===== src/include/resp_route_macros.svh =====
// Sizing constants for the response router and its FIFO
`ifndef RESP_ROUTE_MACROS_SVH
`define RESP_ROUTE_MACROS_SVH

// ----------------------------------------
// Requestor side
// ----------------------------------------

// Number of requestor ports, also the width of every route mask
`define RESP_NUM_REQUESTORS 4

// Width of one response data word
`define RESP_DATA_WIDTH 32

// ----------------------------------------
// Response FIFO
// ----------------------------------------

// Entries in the response FIFO, kept a power of two
`define RESP_FIFO_DEPTH 16

// Fill level that raises programmable-full
`define RESP_FIFO_PROG_THRESH 8

// Cycles the FIFO reports busy once reset is released
`define RESP_FIFO_SETTLE_CYCLES 4

`endif


===== src/logic/resp_route_pkg.sv =====
// Shared types for the response fan-out router
`include "resp_route_macros.svh"

package resp_route_pkg;

  // ----------------------------------------
  // Payload and routing vectors
  // ----------------------------------------

  // One response data word
  typedef logic [`RESP_DATA_WIDTH-1:0] resp_data_t;

  // One-hot or multi-hot requestor set
  typedef logic [`RESP_NUM_REQUESTORS-1:0] requestor_mask_t;

  // FIFO occupancy, wide enough to hold the full depth
  typedef logic [$clog2(`RESP_FIFO_DEPTH):0] fifo_count_t;

  // ----------------------------------------
  // Route level decode
  // ----------------------------------------

  // Hierarchy level the router decodes, code 3 is reserved
  typedef enum logic [1:0] {
    level_cu     = 2'd0,
    level_bundle = 2'd1,
    level_lane   = 2'd2
  } route_level_e;

endpackage : resp_route_pkg


===== src/logic/resp_sync_fifo.sv =====
// Synchronous first-word-fall-through FIFO with fill flags and a reset settle window
`include "resp_route_macros.svh"

module resp_sync_fifo import resp_route_pkg::*; #(
  parameter int          width         = $bits(resp_data_t) + 3 * `RESP_NUM_REQUESTORS,
  parameter int          depth         = `RESP_FIFO_DEPTH,
  parameter fifo_count_t prog_thresh   = `RESP_FIFO_PROG_THRESH,
  parameter int          settle_cycles = `RESP_FIFO_SETTLE_CYCLES
) (
  input  logic             ap_clk,
  input  logic             areset_control,
  input  logic [width-1:0] din,
  input  logic             wr_en,
  input  logic             rd_en,
  output logic [width-1:0] dout,
  output logic             empty,
  output logic             full,
  output logic             prog_full,
  output logic             busy
);

  localparam int ptr_w    = $clog2(depth);
  localparam int cnt_w    = ptr_w + 1;
  localparam int settle_w = $clog2(settle_cycles + 1);

  logic [width-1:0]    mem [depth];
  logic [ptr_w-1:0]    wr_ptr;
  logic [ptr_w-1:0]    rd_ptr;
  logic [cnt_w-1:0]    count;
  logic [settle_w-1:0] settle_cnt;
  logic                do_wr;
  logic                do_rd;

  // ----------------------------------------
  // Accepted operations
  // ----------------------------------------
  // Nothing moves while settling, a write into a full FIFO is dropped
  assign do_wr = wr_en & ~full & ~busy;
  assign do_rd = rd_en & ~empty & ~busy;

  // ----------------------------------------
  // Storage and pointers
  // ----------------------------------------
  always_ff @(posedge ap_clk) begin
    if (do_wr) begin
      mem[wr_ptr] <= din;
    end
  end

  // Pointers wrap naturally since depth is a power of two
  always_ff @(posedge ap_clk) begin
    if (areset_control) begin
      wr_ptr <= '0;
      rd_ptr <= '0;
      count  <= '0;
    end else begin
      if (do_wr) begin
        wr_ptr <= wr_ptr + 1'b1;
      end
      if (do_rd) begin
        rd_ptr <= rd_ptr + 1'b1;
      end
      case ({do_wr, do_rd})
        2'b10:   count <= count + 1'b1;
        2'b01:   count <= count - 1'b1;
        default: count <= count;
      endcase
    end
  end

  // Head word shows up without a read
  assign dout = mem[rd_ptr];

  // ----------------------------------------
  // Flags and settle counter
  // ----------------------------------------
  assign empty     = (count == '0);
  assign full      = (count == cnt_w'(depth));
  assign prog_full = (count >= cnt_w'(prog_thresh));

  always_ff @(posedge ap_clk) begin
    if (areset_control) begin
      settle_cnt <= settle_w'(settle_cycles);
    end else if (settle_cnt != '0) begin
      settle_cnt <= settle_cnt - 1'b1;
    end
  end

  assign busy = (settle_cnt != '0);

endmodule : resp_sync_fifo


===== src/logic/demux_bus_one_hot.sv =====
// Registered one-hot demux that copies a data word to every selected port
module demux_bus_one_hot import resp_route_pkg::*; (
  input  logic            ap_clk,
  input  logic            areset_control,
  input  requestor_mask_t sel_in,
  input  logic            data_in_valid,
  input  resp_data_t      data_in,
  output resp_data_t      data_out,
  output requestor_mask_t data_out_valid
);

  // ----------------------------------------
  // Per-port valid
  // ----------------------------------------
  // Several ports may fire together on a multi-hot select
  always_ff @(posedge ap_clk) begin
    if (areset_control) begin
      data_out_valid <= '0;
    end else if (data_in_valid) begin
      data_out_valid <= sel_in;
    end else begin
      data_out_valid <= '0;
    end
  end

  // ----------------------------------------
  // Shared data word
  // ----------------------------------------
  // Held between transfers
  always_ff @(posedge ap_clk) begin
    if (data_in_valid) begin
      data_out <= data_in;
    end
  end

endmodule : demux_bus_one_hot


===== src/logic/route_level_config.sv =====
// Run-time register for the router decode level, rejecting the reserved code
module route_level_config import resp_route_pkg::*; (
  input  logic         ap_clk,
  input  logic         areset_control,
  input  logic         cfg_wr,
  input  logic [1:0]   cfg_level,
  output route_level_e route_level,
  output logic         cfg_error
);

  logic level_legal;

  // ----------------------------------------
  // Code check
  // ----------------------------------------
  always_comb begin
    case (cfg_level)
      level_cu,
      level_bundle,
      level_lane: level_legal = 1'b1;
      default:    level_legal = 1'b0;
    endcase
  end

  // ----------------------------------------
  // Level register and error pulse
  // ----------------------------------------
  // Error lasts one cycle per rejected write
  always_ff @(posedge ap_clk) begin
    if (areset_control) begin
      route_level <= level_cu;
      cfg_error   <= 1'b0;
    end else if (cfg_wr) begin
      if (level_legal) begin
        route_level <= route_level_e'(cfg_level);
        cfg_error   <= 1'b0;
      end else begin
        cfg_error <= 1'b1;
      end
    end else begin
      cfg_error <= 1'b0;
    end
  end

endmodule : route_level_config


===== src/logic/response_arbiter_1_to_n.sv =====
// Response router that buffers tagged responses and fans them out by requestor mask
`include "resp_route_macros.svh"

module response_arbiter_1_to_n import resp_route_pkg::*; (
  input  logic            ap_clk,
  input  logic            areset_control,
  input  route_level_e    route_level,
  input  logic            response_in_valid,
  input  resp_data_t      response_in_data,
  input  requestor_mask_t from_cu,
  input  requestor_mask_t from_bundle,
  input  requestor_mask_t from_lane,
  input  requestor_mask_t requestor_ready,
  output requestor_mask_t response_out_valid,
  output resp_data_t      response_out_data,
  output logic            fifo_full,
  output logic            fifo_prog_full,
  output logic            fifo_setup
);

  localparam int data_w = $bits(resp_data_t);
  localparam int mask_w = $bits(requestor_mask_t);
  localparam int fifo_w = data_w + 3 * mask_w;

  // Input stage
  logic            in_valid_reg;
  resp_data_t      in_data_reg;
  requestor_mask_t in_cu_reg;
  requestor_mask_t in_bundle_reg;
  requestor_mask_t in_lane_reg;

  // FIFO side
  logic [fifo_w-1:0] fifo_din;
  logic [fifo_w-1:0] fifo_dout;
  logic              fifo_empty;
  logic              fifo_busy;
  logic              fifo_pop;

  // Head fields
  resp_data_t      head_data;
  requestor_mask_t head_cu;
  requestor_mask_t head_bundle;
  requestor_mask_t head_lane;
  requestor_mask_t head_mask;

  // Demux stage
  logic            demux_in_valid;
  requestor_mask_t demux_in_sel;
  resp_data_t      demux_in_data;
  resp_data_t      demux_out_data;
  requestor_mask_t demux_out_valid;

  // ----------------------------------------
  // Input register
  // ----------------------------------------
  always_ff @(posedge ap_clk) begin
    if (areset_control) begin
      in_valid_reg <= 1'b0;
    end else begin
      in_valid_reg <= response_in_valid;
    end
  end

  always_ff @(posedge ap_clk) begin
    in_data_reg   <= response_in_data;
    in_cu_reg     <= from_cu;
    in_bundle_reg <= from_bundle;
    in_lane_reg   <= from_lane;
  end

  // ----------------------------------------
  // Response FIFO
  // ----------------------------------------
  assign fifo_din = {in_lane_reg, in_bundle_reg, in_cu_reg, in_data_reg};

  resp_sync_fifo #(
    .depth(`RESP_FIFO_DEPTH)
  ) inst_resp_fifo (
    .ap_clk        (ap_clk),
    .areset_control(areset_control),
    .din           (fifo_din),
    .wr_en         (in_valid_reg),
    .rd_en         (fifo_pop),
    .dout          (fifo_dout),
    .empty         (fifo_empty),
    .full          (fifo_full),
    .prog_full     (fifo_prog_full),
    .busy          (fifo_busy)
  );

  assign head_data   = fifo_dout[data_w-1:0];
  assign head_cu     = fifo_dout[data_w +: mask_w];
  assign head_bundle = fifo_dout[data_w + mask_w +: mask_w];
  assign head_lane   = fifo_dout[data_w + 2 * mask_w +: mask_w];

  // Pick the mask for the active hierarchy level
  always_comb begin
    case (route_level)
      level_bundle: head_mask = head_bundle;
      level_lane:   head_mask = head_lane;
      default:      head_mask = head_cu;
    endcase
  end

  // Pop once every addressed requestor is ready; an empty mask is dropped
  assign fifo_pop = ~fifo_empty & ((requestor_ready & head_mask) == head_mask);

  // ----------------------------------------
  // Demux input register and demux
  // ----------------------------------------
  always_ff @(posedge ap_clk) begin
    if (areset_control) begin
      demux_in_valid <= 1'b0;
    end else begin
      demux_in_valid <= fifo_pop & (|head_mask);
    end
  end

  always_ff @(posedge ap_clk) begin
    if (fifo_pop) begin
      demux_in_sel  <= head_mask;
      demux_in_data <= head_data;
    end
  end

  demux_bus_one_hot inst_demux_bus (
    .ap_clk        (ap_clk),
    .areset_control(areset_control),
    .sel_in        (demux_in_sel),
    .data_in_valid (demux_in_valid),
    .data_in       (demux_in_data),
    .data_out      (demux_out_data),
    .data_out_valid(demux_out_valid)
  );

  // ----------------------------------------
  // Output registers
  // ----------------------------------------
  always_ff @(posedge ap_clk) begin
    if (areset_control) begin
      response_out_valid <= '0;
      fifo_setup         <= 1'b1;
    end else begin
      response_out_valid <= demux_out_valid;
      fifo_setup         <= fifo_busy;
    end
  end

  always_ff @(posedge ap_clk) begin
    response_out_data <= demux_out_data;
  end

endmodule : response_arbiter_1_to_n


===== src/logic/resp_route_top.sv =====
// Top of the response fan-out stage with its route level register
module resp_route_top import resp_route_pkg::*; (
  input  logic            ap_clk,
  input  logic            areset_control,
  input  logic            response_in_valid,
  input  resp_data_t      response_in_data,
  input  requestor_mask_t from_cu,
  input  requestor_mask_t from_bundle,
  input  requestor_mask_t from_lane,
  input  requestor_mask_t requestor_ready,
  input  logic            cfg_wr,
  input  logic [1:0]      cfg_level,
  output requestor_mask_t response_out_valid,
  output resp_data_t      response_out_data,
  output logic            fifo_full,
  output logic            fifo_prog_full,
  output logic            fifo_setup,
  output route_level_e    route_level,
  output logic            cfg_error
);

  // ----------------------------------------
  // Level configuration
  // ----------------------------------------
  route_level_config inst_route_level_config (
    .ap_clk        (ap_clk),
    .areset_control(areset_control),
    .cfg_wr        (cfg_wr),
    .cfg_level     (cfg_level),
    .route_level   (route_level),
    .cfg_error     (cfg_error)
  );

  // ----------------------------------------
  // Router
  // ----------------------------------------
  response_arbiter_1_to_n inst_response_arbiter (
    .ap_clk            (ap_clk),
    .areset_control    (areset_control),
    .route_level       (route_level),
    .response_in_valid (response_in_valid),
    .response_in_data  (response_in_data),
    .from_cu           (from_cu),
    .from_bundle       (from_bundle),
    .from_lane         (from_lane),
    .requestor_ready   (requestor_ready),
    .response_out_valid(response_out_valid),
    .response_out_data (response_out_data),
    .fifo_full         (fifo_full),
    .fifo_prog_full    (fifo_prog_full),
    .fifo_setup        (fifo_setup)
  );

endmodule : resp_route_top


===== config.mk =====
export PLATFORM = sky130hd
export DESIGN_NAME = resp_route_top
export DESIGN_NICKNAME = d
export VERILOG_FILES = /design/src/logic/resp_route_pkg.sv /design/src/logic/resp_sync_fifo.sv /design/src/logic/demux_bus_one_hot.sv /design/src/logic/route_level_config.sv /design/src/logic/response_arbiter_1_to_n.sv /design/src/logic/resp_route_top.sv
export VERILOG_INCLUDE_DIRS = /design/src /design/src/include
export SDC_FILE = /design/constraint.sdc
export NUM_CORES = 1
export LEC_CHECK = 0
export ABC_AREA = 1
export ABC_CLOCK_PERIOD_IN_PS = 5450
export BUFFER_PORTS_ARGS = -buffer_cell sky130_fd_sc_hd__buf_4
export CORE_MARGIN = 2
export CORE_UTILIZATION = 35
export CTS_CLUSTER_SIZE = 28
export DETAILED_ROUTE_END_ITERATION = 16
export MAX_ROUTING_LAYER = met4
export PLACE_DENSITY_LB_ADDON = 0.05
export SLEW_MARGIN = 20
export SYNTH_ARGS = -nofsm -noshare
export SYNTH_HDL_FRONTEND = slang
export SYNTH_SLANG_ARGS = --single-unit

===== constraint.sdc =====
create_clock -name ap_clk -period 5.45 [get_ports ap_clk]
set_clock_uncertainty 0.1 [all_clocks]
set_input_delay 1.09 -clock ap_clk [delete_from_list [all_inputs] [get_ports ap_clk]]
set_output_delay 1.09 -clock ap_clk [all_outputs]
set_load 0.01 [all_outputs]

# Word level (Yosys, flattened, before mapping)
# Memory sizes are Yosys's and may differ from the RTL's. A register that Yosys moved wholly into a read port is not among the register bits.
# Index checks and enable logic that the tools add are counted.
dict set report op_classes {
  n_addsub 5
  n_lt_le_gt_ge 1
  n_eq_ne 8
  n_mux 8
  bitwise 12
  n_reduce_logical 9
}
# operator n
set op_table {}
lappend op_table {{case mux 5 bit (2 select lines)} 1}
lappend op_table {{adder 4 x 1 -> 4 bit (second input constant)} 2}
lappend op_table {{2-to-1 mux 4 bit} 2}
lappend op_table {{case mux 4 bit (2 select lines)} 1}
lappend op_table {{bitwise AND 1 bit} 6}
lappend op_table {{equality test 2 x 1 -> 1 bit (second input constant)} 3}
lappend op_table {{equality test 2 bit (second input constant)} 3}
lappend op_table {{adder 5 x 1 -> 5 bit (second input constant)} 1}
lappend op_table {{equality test 5 bit (second input constant)} 1}
lappend op_table {{>= comparator 5 x 4 -> 1 bit (second input constant)} 1}
lappend op_table {{zero test 5 bit} 1}
lappend op_table {{inverter 1 bit} 5}
lappend op_table {{subtractor 5 x 1 -> 5 bit (second input constant)} 1}
lappend op_table {{bitwise AND 4 bit} 1}
lappend op_table {{equality test 4 bit} 1}
lappend op_table {{2-to-1 mux 1 bit} 4}
lappend op_table {{OR reduction 2 bit} 2}
lappend op_table {{OR reduction 4 bit} 1}
lappend op_table {{nonzero test 3 bit} 1}
lappend op_table {{OR reduction 3 bit} 1}
lappend op_table {{subtractor 3 x 1 -> 3 bit (second input constant)} 1}
lappend op_table {{zero test 2 bit} 1}
lappend op_table {{AND reduction 2 bit} 1}
lappend op_table {{nonzero test 2 bit} 1}
dict set report totals {
  regBits 174
  ram_bits 704
  wordCells 63
  mem_count 1
}
# name depth word_bits rd rd_clocked_by_memory_dff write_ports line
set mem_list {}
lappend mem_list {inst_response_arbiter.inst_resp_fifo.mem 16 44 1 1 1 resp_sync_fifo.sv:26} ;# logic [width-1:0] mem [depth];

# Longest topological paths before layout
# Gate-level depths: netlist of run 1.
dict set report logic_depth {
  word_depth 9
  mapped_depth 27
}

# Hierarchy
# A second synthesis of run 1 with hierarchy kept.
dict set report hier_totals {
  cells_unflattened 2255
  hier_area_um2 33467.1
}
# mod instances cells_per_inst area_each_um2 seq_area_each_um2
set by_module_without_submodules {}
lappend by_module_without_submodules {resp_sync_fifo 1 2011 29243.0 21540.7}
lappend by_module_without_submodules {response_arbiter_1_to_n 1 182 3030.4 2742.6}
lappend by_module_without_submodules {demux_bus_one_hot 1 46 1081.0 1041.0}
lappend by_module_without_submodules {route_level_config 1 16 112.6 60.1}

# Worst setup path before layout of run 1
# No wires, ideal clock.
dict set report synth_path {
  path_type {register to register}
  startpoint {register inst_response_arbiter.inst_resp_fifo.settle_cnt[0]}
  endpoint {memory inst_response_arbiter.inst_resp_fifo.mem[11][0] in the netlist's numbering, enable pin}
  setup_ns 0.446
  t_arrival_ns 3.260
  path_slack_ns 1.645
  stages_incl_launch_ff 11
  n_path_buf 0
  synth_period_minus_slack_ns 3.805
  cell_sequence {dfxtp_1 > inv_1 > ha_1 > inv_1 > nor2_1 > inv_1 > nor2_1 > nand2_1 > inv_1 > nand2_1 > nor2_1}
}
dict set report synth_via {
  elab_chain_len 5
}
# item line
set synth_rtl {}
lappend synth_rtl {{start: declaration} resp_sync_fifo.sv:30} ;# logic [settle_w-1:0] settle_cnt;
lappend synth_rtl {{start signal: assignment} resp_sync_fifo.sv:83} ;# settle_cnt <= settle_w'(settle_cycles);
lappend synth_rtl {{start signal: assignment} resp_sync_fifo.sv:85} ;# settle_cnt <= settle_cnt - 1'b1;
lappend synth_rtl {{nonzero test 3 bit} resp_sync_fifo.sv:89} ;# assign busy = (settle_cnt != '0);
lappend synth_rtl {{inverter 1 bit} resp_sync_fifo.sv:38} ;# assign do_wr = wr_en & ~full & ~busy;
lappend synth_rtl {{bitwise AND 1 bit} resp_sync_fifo.sv:38}
lappend synth_rtl {{2-to-1 mux 1 bit} resp_sync_fifo.sv:45} ;# if (do_wr) begin
lappend synth_rtl {{2-to-1 mux 1 bit (implied by the code)} resp_sync_fifo.sv:46} ;# mem[wr_ptr] <= din;
lappend synth_rtl {{end: declaration} resp_sync_fifo.sv:26}
# Every way passes these cells.

==> results of run 1 <==
[cells in the mapped netlist, drive strengths merged]
cell	count
buf	56
clkbuf	91
o211ai	49
o22ai	34
dfxtp	110
nor4	2
and2	1
nor3	1
edfxtp	772
o221ai	94
a21oi	12
o21ai	301
nand4	5
clkinv	1
inv	101
xnor2	3
ha	13
a211oi	3
nand3	133
nand2	267
nor2	355
fa	1
o21a	1
[metrics by stage]
step           area (sq um)  std cells  hold slack [ps]  power (uW)
2_1_floorplan         32700       2406              223        8050
4_1_cts               38300       3835              240       15100
3_3_place_gp          35000       3657              224        8330
3_5_place_dp          35000       3657              227        8340
5_1_grt               38300       3835              239       15400
6_report              38300       3835              233       14800
[final cells by class]
type | count | area [sq um] | share of cell area, %
tap | 1254 | 1570 | 4.10
timing repair buffer | 144 | 1240 | 3.25
clock inverter | 32 | 455 | 1.19
inverter | 102 | 393 | 1.03
multi-input combinational | 1275 | 6410 | 16.8
sequential | 882 | 25400 | 66.4
clock buffer | 146 | 2790 | 7.30
[path summary, 6_finish.rpt]
kind	from	endpoint	slack, ps	cells past startpoint
hold reg to reg	inst_response_arbiter.inst_demux_bus.data_out[13]$_DFFE_PP_	inst_response_arbiter.response_out_data[13]$_DFF_P_	230	0
setup reg to reg	flop	inst_response_arbiter.inst_resp_fifo.count[4]$_SDFFE_PP0P_	1450	24
hold / removal	inst_response_arbiter.inst_demux_bus.data_out[13]$_DFFE_PP_	inst_response_arbiter.response_out_data[13]$_DFF_P_	230	0
setup / recovery	flop	inst_response_arbiter.inst_resp_fifo.count[4]$_SDFFE_PP0P_	1450	24
[power groups by stage]
| stage | sequential [uW] | combinational (uW) | clock (uW) |
|---|---|---|---|
| 3_3_place_gp | 7740 | 593 | 0 |
| 3_5_place_dp | 7740 | 596 | 0 |
| 2_1_floorplan | 7700 | 353 | 0 |
| 5_1_grt | 7620 | 657 | 7110 |
| 4_1_cts | 7600 | 599 | 6850 |
| 6_report | 7600 | 582 | 6660 |
[cell families after synthesis]
| family | share of synthesized area [%] |
|---|---|
| DFF | 77.6 |
| buffers and inverters | 3.17 |
| and+or+nand+nor | 9.42 |
| xor gates and xnor gates | 0.0803 |
| AOI/OAI and AO/OA | 9.17 |
| adders and majority gates | 0.558 |
[worst max-delay path, delay by kind of cell (launching register included)]
kind / cells / cell delay [ps]
adders and majority gates: 2 / 560
buffers and inverters: 2 / 700
and+or+nand+nor: 16 / 1570
DFF: 1 / 390
AOI/OAI and AO/OA: 4 / 510
[cells in the final DEF (no fill, tap or decap), drive strengths merged]
cell type  count
o21ai        301
nand2        267
fa             1
a211oi         3
a21oi         12
edfxtp       772
dfxtp        110
nor4           2
clkinvlp       1
o211ai        49
clkinv        17
nor3           1
ha            13
o221ai        94
xnor2          3
and2           1
nor2         355
nand4          5
buf          144
nand3        133
o21a           1
o22ai         34
inv          105
clkbuf       146
bufinv        11
[layer usage]
layer,routed length [um],vias to the layer above
met1,40100,9813
met5,0,-
met4,2360,0
met2,42200,336
met3,2950,152
li1,-,8993
==> summary.md, run 1 <==
| Metric | Value |
|---|---|
| Core Region | 0.0929 sq mm |
| Final WS setup | approximately 1400 ps |
| Clock share of power | approximately 45% |
| Resized cells post-CTS | 0 |
| Setup WS pre-CTS | 1470 ps |
| P_int | 11700 uW |
| DP Wirelength | 43500 um |
| Vias in the first global route | between 15000 and 20000 |
| Post-synthesis sequential area ratio | 77.6% |
| Slew HR | approximately 27% |
| Die height | about 310 um |
| Drt first pass iters | 4 |
| Max Transition Viols Final | 0 |
| Setup_tns | 0 ps |
| Worst-path clk slew | around 60 ps |
| Net count, final | about 2600 |
| Final min period | ~4000 ps |
| Area grow syn2layout | 17.0% |
| Largest Register | inst_response_arbiter.inst_resp_fifo.mem |
| Clk buf depth | 3 |
| CTS tree | built |
| Worst path slowest cell | buf_4 |
| Grt total ovfl | 0 |
| Count of unique library cells instantiated by Yosys | 32 |
| GR peak layer | met2 |
| Run status | completed |
| Routing usage on met3 | between 2 and 3% |
| CTS sink cnt | approximately 900 |
| I/O Buffers | between 90 and 100 |
| DRC errors left | 0 |
| Placer Congestion | about 0.74 |
| Met2 usage | 30.8% |
| Max incr delay on CP | around 650 ps |
| Max reg flops | 704 |
| First-pass GRT wire length | between 100000 and 150000 um |
| Synth top area cells | edfxtp_1 (71%), dfxtp_1 (6.7%), o21ai_0 (4.2%) |
| Initial Util | around a third |
| Fin util | between 40% and 50% |
| Area leader, netlist | edfxtp_1 |
| Cell Rows | around 110 |
| Worst Setup Start Kind | flop |
| Max-cap violation count | 0 |
| DR iter-0 viols | ~1300 |
| Syn Nets | roughly 2500 |
| Fin. Hold Viols | 0 |
| Final antenna-violating net count | 0 |
| Share of layout cells above drive strength 1 | about an eighth |
| Yosys reg bits | around 880 |
| Total setup buffers inserted after CTS | 0 |
| Setup CP Type | reg -> reg |
| CP most frequent cell | nand2_1 |
| Drt via density | just over 5 |
| DIE AREA | 0.0959 sq mm |
| PwrDens | 388 mW/mm^2 |
| Initial antenna violation count | 0 |
| CP endpoint kind | flop |
| H-tree Lvls | 3 |
| Worst-Margin Slew | around 1100 ps |
| Worst Path Arrival | ~4500 ps |
| Tcrit/Tclk final | between 70% and 80% |
| Clk Latency, worst-skew pair | between 600 and 700 ps |
| WL final | between 80000 and 90000 um |
| Vias | slightly below 20000 |
| CTS Root Cell | clkbuf_16 |
| Flop pwr share | around half |
| Overall Global Routing Usage | 19.1% |
| RSZ-0062 raised after global routing | false |
| Combinational group share of total power | under 10% |
| Fmax | about 0.25 GHz |
| Yosys warns | 0 |
| Routed len/inst | ~23 um |
| Sw Ratio | around a fifth |
| Diode count | 0 |
| M1 GR Usage | approximately a quarter |
| VDD IR max | approximately 0.24 mV |
| CP Max Fanout | 75 |
| Filler cell count | 8527 |
| CTS Hold Bufs | 0 |
| Ports | 96 |
| Hold WC Path Type | reg -> reg |
| Lkg Pwr | about 0.013 uW |
| Net Sw Power | 3130 uW |
| Worst path cell trace | buf_4 -> nor2_1 -> nor2_1 -> o21ai_0 -> nand3_1 -> nand3_1 -> nand2_1 -> nand2_1 -> nand3_1 -> nand2_1 -> nor2_2 -> nor2_8 -> nand3_2 -> inv_1 -> ha_1 -> ha_1 -> nand2_1 -> nor2_1 -> a211oi_1 -> nand2_1 -> nand2_1 -> nor2_1 -> o21ai_0 -> a21oi_1 |
| Post-synth top area share | 70.9% |
| Largest net degree at the start of global routing | between 100 and 150 |
| Setup Viol. Count Final | 0 |
| Required time of the critical path | about 5900 ps |
| Total CTS buffers | 95 |
| Post-Syn Instances | around 2400 |
| Die width | between 300 and 400 um |
| Mapped Area | roughly 0.033 sq mm |
| Synth Area per Inst | ~14 sq um |
Power figures use the tool's default switching activity.
==> inputs of run 2 (changes only) <==
- ABC_CLOCK_PERIOD_IN_PS: 5450 -> 4050
- clock period: 5.45 -> 4.05 ns (I/O delays scaled with it)
==> run 2 against run 1 <==
Effect of this change:
- sequential power increased by 34%
- maximum frequency increased by 11%
- clock-buffer cell count decreased by 21
- first-iteration DRC count increased by 14%
- via count increased by 1.9%
- critical path depth unchanged
- critical path type unchanged
- final cell count increased by 0.50%
==> summary.md, run 2 (synthesis gave the netlist of run 1 again) <==
| Metric | Value |
|---|---|
| Tcrit/Tclk final | 88.9% (was 73.4%) |
| CP endpoint kind | flop (unchanged) |
| Fin. Hold Viols | 0 (unchanged) |
| Area grow syn2layout | 17.9% (was 17.0%) |
| Required time of the critical path | 4520 ps (was 5890 ps) |
| CP most frequent cell | nand2_1 (unchanged) |
| DR iter-0 viols | 1436 (was 1259) |
| FF-to-FF End | inst_response_arbiter.inst_resp_fifo.count[4]$_SDFFE_PP0P_ (unchanged) |
| Most common cell after layout, fill and taps aside | edfxtp_1 (unchanged) |
| Vias in the first global route | 19600 (was 19400) |
| Die height | 310 um (unchanged) |
| Setup CP Type | reg -> reg (unchanged) |
| CTS tree | built (unchanged) |
| Worst path slowest cell | dfxtp_4 (was buf_4) |
| Initial antenna violation count | 2 (was 0) |
| RSZ-0062 raised after global routing | false (unchanged) |
| First-pass GRT wire length | 131000 um (was 130000 um) |
| Worst Setup Start Kind | flop (unchanged) |
| Total CTS buffers | 97 (was 95) |
| Clk Latency, worst-skew pair | 660 ps (about the same) |
| Share of layout cells above drive strength 1 | 13.2% (was 12.3%) |
| Sequential Area | 0.0254 sq mm (unchanged) |
| Max-cap violation count | 0 (unchanged) |
| CTS sink cnt | 882 (unchanged) |
| Largest net degree at the start of global routing | 95 (was 107) |
| Hold Path End | inst_response_arbiter.in_data_reg[4]$_DFF_P_ (was inst_response_arbiter.response_out_data[13]$_DFF_P_) |
| Routed len/inst | 23.3 um (was 22.8 um) |
| Vias | 19700 (was 19300) |
| Worst-path clk slew | 60 ps (about the same) |
| Final antenna-violating net count | 0 (unchanged) |
| Worst Reg-to-Reg Cells | 24 (unchanged) |
| DRC errors left | 0 (unchanged) |
| CTS Hold Bufs | 0 (unchanged) |
| Lkg Pwr | 0.0132 uW (was 0.0130 uW) |
| Max reg flops | 704 (unchanged) |
| Net count, final | 2586 (was 2568) |
| Slew HR | 28.8% (was 27.0%) |
| Cell Rows | 112 (unchanged) |
| Hold WC Path Type | in -> reg (was reg -> reg) |
| Worst-Margin Slew | 1070 ps (was 1100 ps) |
| Hold path depth | 1 (was 0) |
| Max Transition Viols Final | 0 (unchanged) |
| VDD IR max | 0.336 mV (was 0.240 mV) |
| Worst Path Arrival | 4070 ps (was 4450 ps) |
| CTS Root Cell | clkbuf_16 (unchanged) |
| H-tree Lvls | 3 (unchanged) |
| Drt first pass iters | 5 (was 4) |
| Setup Viol. Count Final | 0 (unchanged) |
| R2r setup slk | 450 ps (was 1450 ps) |
| Run status | completed (unchanged) |
| Setup_tns | 0 ps (unchanged) |
| Core Region | 0.0929 sq mm (unchanged) |
| Ports | 96 (unchanged) |
| Final min period | 3600 ps (was 4000 ps) |
| HP Start | response_in_data[4] (was inst_response_arbiter.inst_demux_bus.data_out[13]$_DFFE_PP_) |
| PwrDens | 518 mW/mm^2 (was 388 mW/mm^2) |
| CP Max Fanout | 39 (was 75) |
| Clk buf depth | 3 (unchanged) |
| DIE AREA | 0.0959 sq mm (unchanged) |
| Worst path cell trace | buf_12 -> buf_16 -> nand2_1 -> o211ai_1 -> nand3_1 -> nand3_1 -> nand2_1 -> nand2_1 -> nand3_1 -> nand3_1 -> nand2_1 -> inv_2 -> nand3_2 -> inv_1 -> ha_1 -> inv_1 -> fa_1 -> nor2_1 -> a211oi_1 -> nand2_1 -> nand2_1 -> nor2_1 -> o21ai_0 -> a21oi_1 (was buf_4 -> nor2_1 -> nor2_1 -> o21ai_0 -> nand3_1 -> nand3_1 -> nand2_1 -> nand2_1 -> nand3_1 -> nand2_1 -> nor2_2 -> nor2_8 -> nand3_2 -> inv_1 -> ha_1 -> ha_1 -> nand2_1 -> nor2_1 -> a211oi_1 -> nand2_1 -> nand2_1 -> nor2_1 -> o21ai_0 -> a21oi_1) |
| DP Wirelength | 43400 um (was 43500 um) |
| Filler cell count | 8539 (was 8527) |
| I/O Buffers | 95 (unchanged) |
| Multi-input logic area | 0.00641 sq mm (unchanged) |
| Initial Util | 35.2% (unchanged) |
| Diode count | 0 (unchanged) |
| Placer Congestion | 0.731 (was 0.739) |
| Die width | 310 um (unchanged) |
| WL final | 89800 um (was 87600 um) |
| Fmax | 0.278 GHz (was 0.250 GHz) |
| Drt via density | 5.10 (was 5.03) |
| Fin util | 41.5% (was 41.2%) |
| Overall Global Routing Usage | 19.4% (was 19.1%) |
| Max incr delay on CP | 480 ps (was 650 ps) |
| Grt total ovfl | 0 (unchanged) |
| Most frequent cells in the layout | edfxtp_1 (772), nor2_1 (337), o21ai_0 (276) (unchanged) |
| Largest Register | inst_response_arbiter.inst_resp_fifo.mem (unchanged) |
run 2: layer usage:
metal  track usage, %  vias to the layer above  wire length (um)
met5                -                        -                 0
met4             6.18                        0              2170
met3             2.54                      147              3330
met2             30.6                      412             42300
met1             26.1                    10100             42000
li1                 -                     9043                 -
run 2: how the worst max path moves through the flow:
stage	depth (start not counted)	to	startpoint	slack, ps
finish	24	inst_response_arbiter.inst_resp_fifo.count[4]$_SDFFE_PP0P_	flop	450
global route	23	inst_response_arbiter.inst_resp_fifo.count[4]$_SDFFE_PP0P_	flop	9
CTS	23	inst_response_arbiter.inst_resp_fifo.count[4]$_SDFFE_PP0P_	flop	290
detailed placement	23	inst_response_arbiter.inst_resp_fifo.count[4]$_SDFFE_PP0P_	flop	310
global placement	24	inst_response_arbiter.inst_resp_fifo.count[4]$_SDFFE_PP0P_	flop	330
floorplan	10	inst_response_arbiter.inst_resp_fifo.mem[11][0]$_DFFE_PP_	flop	240
run 2: worst max-delay path, delay by kind of cell (launching register included):
family                   cells  cell delay [ps]
adder cells (fa/ha/maj)      2              620
buffers and inverters        5              640
flip-flops                   1              480
AND/OR/NAND/NOR             13             1310
AO/OA/AOI/OAI                4              350
run 2: final cells by class:
type / instances / share of cell area, %
sequential: 882 / 65.9
inverter: 102 / 1.04
clock buffer: 125 / 6.99
multi-input combinational: 1275 / 16.6
tap: 1254 / 4.07
timing repair buffer: 160 / 3.95
clock inverter: 56 / 1.46
run 2: power breakdown:
part	switching, uW	leakage [uW]	total [uW]	internal (uW)
Combinational	537	0.00372	804	267
Sequential	158	0.00786	10200	10100
Clock	3550	0.00161	8940	5380
run 2: timing repair:
item	CTS	global route
setup endpoints to repair	0	1
resized for setup	0	4
buffers inserted	0	4
run 2: through the flow:
step	instances	instance area (sq um)	total power, uW	hold WS (ps)	worst slack, ps
detailed placement	3668	35200	11200	227	306
floorplan	2406	32700	10800	223	245
global route	3854	38600	20700	116	8.64
finish	3854	38600	20000	151	451
CTS	3849	38500	20200	101	291
global placement	3668	35200	11200	226	325
==> inputs of run 3 (changes only) <==
- CORE_ASPECT_RATIO: not set -> 1.1
- CORE_UTILIZATION: 35 -> 40
==> run 3 against run 2 <==
Effect of this change:
- critical path depth fell by 1
- setup slack improved by 2.2 ps
- combinational power down 2.5%
- non-clock buffer count decreased by 5
- die area down 12%
- clock-buffer cell count rose by 31
- maximum frequency about the same
==> summary.md, run 3 (synthesis gave the netlist of run 1 again) <==
| Metric | Value |
|---|---|
| Total setup buffers inserted after CTS | 0 (unchanged) |
| Hold WC Path Type | in -> reg (unchanged) |
| RSZ-0062 raised after global routing | false (unchanged) |
| I/O Buffers | 95 (unchanged) |
| Max incr delay on CP | 370 ps (was 480 ps) |
| Worst Path Arrival | 4030 ps (was 4070 ps) |
| P_int | 15200 uW (was 15700 uW) |
| Worst-path clk slew | 60 ps (about the same) |
| Share of layout cells above drive strength 1 | 12.4% (was 13.2%) |
| DIE AREA | 0.0841 sq mm (was 0.0959 sq mm) |
| Most frequent cells in the layout | edfxtp_1 (772), nor2_1 (337), o21ai_0 (276) (unchanged) |
| Overall Global Routing Usage | 21.4% (was 19.4%) |
| DP Wirelength | 42400 um (was 43400 um) |
| Final Instance Area | 0.0381 sq mm (was 0.0386 sq mm) |
| Worst path cell trace | inv_8 -> buf_4 -> nand2_1 -> nand3_1 -> nand3_1 -> nand3_1 -> nand2_1 -> nand2_1 -> nand2_1 -> nor2_2 -> nor2_8 -> nand3_2 -> inv_1 -> ha_1 -> ha_1 -> nand2_1 -> nor2_1 -> a211oi_1 -> nand2_1 -> nand2_1 -> nor2_1 -> o21ai_0 -> a21oi_1 (was buf_12 -> buf_16 -> nand2_1 -> o211ai_1 -> nand3_1 -> nand3_1 -> nand2_1 -> nand2_1 -> nand3_1 -> nand3_1 -> nand2_1 -> inv_2 -> nand3_2 -> inv_1 -> ha_1 -> inv_1 -> fa_1 -> nor2_1 -> a211oi_1 -> nand2_1 -> nand2_1 -> nor2_1 -> o21ai_0 -> a21oi_1) |
| Largest Register | inst_response_arbiter.inst_resp_fifo.mem (unchanged) |
| Initial Util | 40.1% (was 35.2%) |
| Max Transition Viols Final | 0 (unchanged) |
| Tcrit/Tclk final | 88.8% (was 88.9%) |
| Drt via density | 5.37 (was 5.10) |
| Most common cell after layout, fill and taps aside | edfxtp_1 (unchanged) |
| DR iter-0 viols | 1494 (was 1436) |
| Setup Viol. Count Final | 0 (unchanged) |
| Max-cap violation count | 0 (unchanged) |
| Worst path slowest cell | dfxtp_4 (unchanged) |
| Final antenna-violating net count | 0 (unchanged) |
| Net Sw Power | 4110 uW (was 4250 uW) |
| DRC errors left | 0 (unchanged) |
| Lkg Pwr | 0.0130 uW (was 0.0132 uW) |
| Grt total ovfl | 0 (unchanged) |
| Power, Total | 19300 uW (was 20000 uW) |
| Required time of the critical path | 4480 ps (was 4520 ps) |
| CTS sink cnt | 882 (unchanged) |
| CP Max Fanout | 32 (was 39) |
| Max reg flops | 704 (unchanged) |
| Ports | 96 (unchanged) |
| DP Cell Count | 3478 (was 3668) |
| CP top delay family | simple AND/OR/NAND/NOR gates (unchanged) |
| Setup_tns | 0 ps (unchanged) |
| Area grow syn2layout | 16.5% (was 17.9%) |
| Diode count | 0 (unchanged) |
| Resized cells post-CTS | 0 (unchanged) |
| Net count, final | 2577 (was 2586) |
| Vias in the first global route | 19500 (was 19600) |
| CP endpoint kind | flop (unchanged) |
| Flop pwr share | 53.0% (was 51.2%) |
| Clk buf depth | 3 (unchanged) |
| H-tree Lvls | 3 (unchanged) |
| Routed len/inst | 23.8 um (was 23.3 um) |
| CTS tree | built (unchanged) |
| Placed Area | 0.0351 sq mm (was 0.0352 sq mm) |
| Vias | 19600 (was 19700) |
| Placer Congestion | 0.752 (was 0.731) |
| Total CTS buffers | 93 (was 97) |
| Sw Ratio | 21.3% (about the same) |
| Worst Setup Start Kind | flop (unchanged) |
| Combinational group share of total power | 4.1% (was 4.0%) |
| CP most frequent cell | nand2_1 (unchanged) |
| Slew HR | 28.2% (was 28.8%) |
| Fmax | 0.278 GHz (about the same) |
| Worst-Margin Slew | 1080 ps (was 1070 ps) |
| PwrDens | 507 mW/mm^2 (was 518 mW/mm^2) |
| WL final | 87000 um (was 89800 um) |
| Cell Rows | 110 (was 112) |
| CTS Hold Bufs | 0 (unchanged) |
| Min Hold Slack | 160 ps (was 151 ps) |
| Setup CP Type | reg -> reg (unchanged) |
| CTS Root Cell | clkbuf_16 (unchanged) |
| Fin. Hold Viols | 0 (unchanged) |
| Die width | 277 um (was 310 um) |
| Largest net degree at the start of global routing | 203 (was 95) |
| Core Region | 0.0815 sq mm (was 0.0929 sq mm) |
| Run status | completed (unchanged) |
| Clk Latency, worst-skew pair | 640 ps (was 660 ps) |
| VDD IR max | 0.265 mV (was 0.336 mV) |
| Die height | 304 um (was 310 um) |
| Initial antenna violation count | 2 (unchanged) |
| Final min period | 3600 ps (about the same) |
| Drt first pass iters | 6 (was 5) |
| Clock share of power | 43.0% (was 44.8%) |
| CP Buf/Inv Count | 3 (was 5) |
| Fin cells | 3654 (was 3854) |
| First-pass GRT wire length | 129000 um (was 131000 um) |
==> run 3: worst register-to-register path: stages (launching register included) <==
cell and delay (ps):
dfxtp_4 370, inv_8 170, buf_4 380, nand2_1 110, nand3_1 80, nand3_1 100, nand3_1 120, nand2_1 60
nand2_1 50, nand2_1 150, nor2_2 240, nor2_8 80, nand3_2 90, inv_1 60, ha_1 230, ha_1 350
nand2_1 80, nor2_1 40, a211oi_1 230, nand2_1 90, nand2_1 80, nor2_1 50, o21ai_0 140, a21oi_1 50
==> run 3: worst paths after layout <==
path / start / end / slack (ps) / depth (start not counted)
worst min-delay path: response_in_data[17] / inst_response_arbiter.in_data_reg[17]$_DFF_P_ / 160 / 1
worst max register to register: flop / inst_response_arbiter.inst_resp_fifo.count[4]$_SDFFE_PP0P_ / 450 / 23
worst max-delay path: flop / inst_response_arbiter.inst_resp_fifo.count[4]$_SDFFE_PP0P_ / 450 / 23
worst min register to register: inst_response_arbiter.inst_demux_bus.data_out[8]$_DFFE_PP_ / inst_response_arbiter.response_out_data[8]$_DFF_P_ / 240 / 0
==> run 3: area by class of cell <==
type                    instances  area (sq um)
well taps                    1064          1330
fillers                      7188         43400
repair buffers                155          1580
flip-flops and latches        882         25400
multi-input cells            1275          6410
inverters                     102           393
clock buffers                 156          2830
clock inverters                20           173
==> run 3: stage by stage <==
step	setup slack, ps	util, %
after global placement	419	43.1
after CTS	396	46.8
final	454	46.8
after detailed placement	383	43.1
after floorplan	245	-
after global routing	95.3	46.8
==> run 3: power by group through the flow <==
stage	clock (uW)	combinational, uW	sequential [uW]
after CTS	8530	799	10200
after floorplan	0	476	10400
after global routing	8890	876	10300
after detailed placement	0	795	10400
after global placement	0	787	10400
final	8300	784	10200
==> run 3: per-layer routing <==
layer,vias to the layer above,routed length [um],global-route usage (%)
li1,9014,-,-
met1,9971,40100,28.9
met2,510,41400,34.1
met3,125,3760,2.79
met4,0,1820,6.28
met5,-,0,-
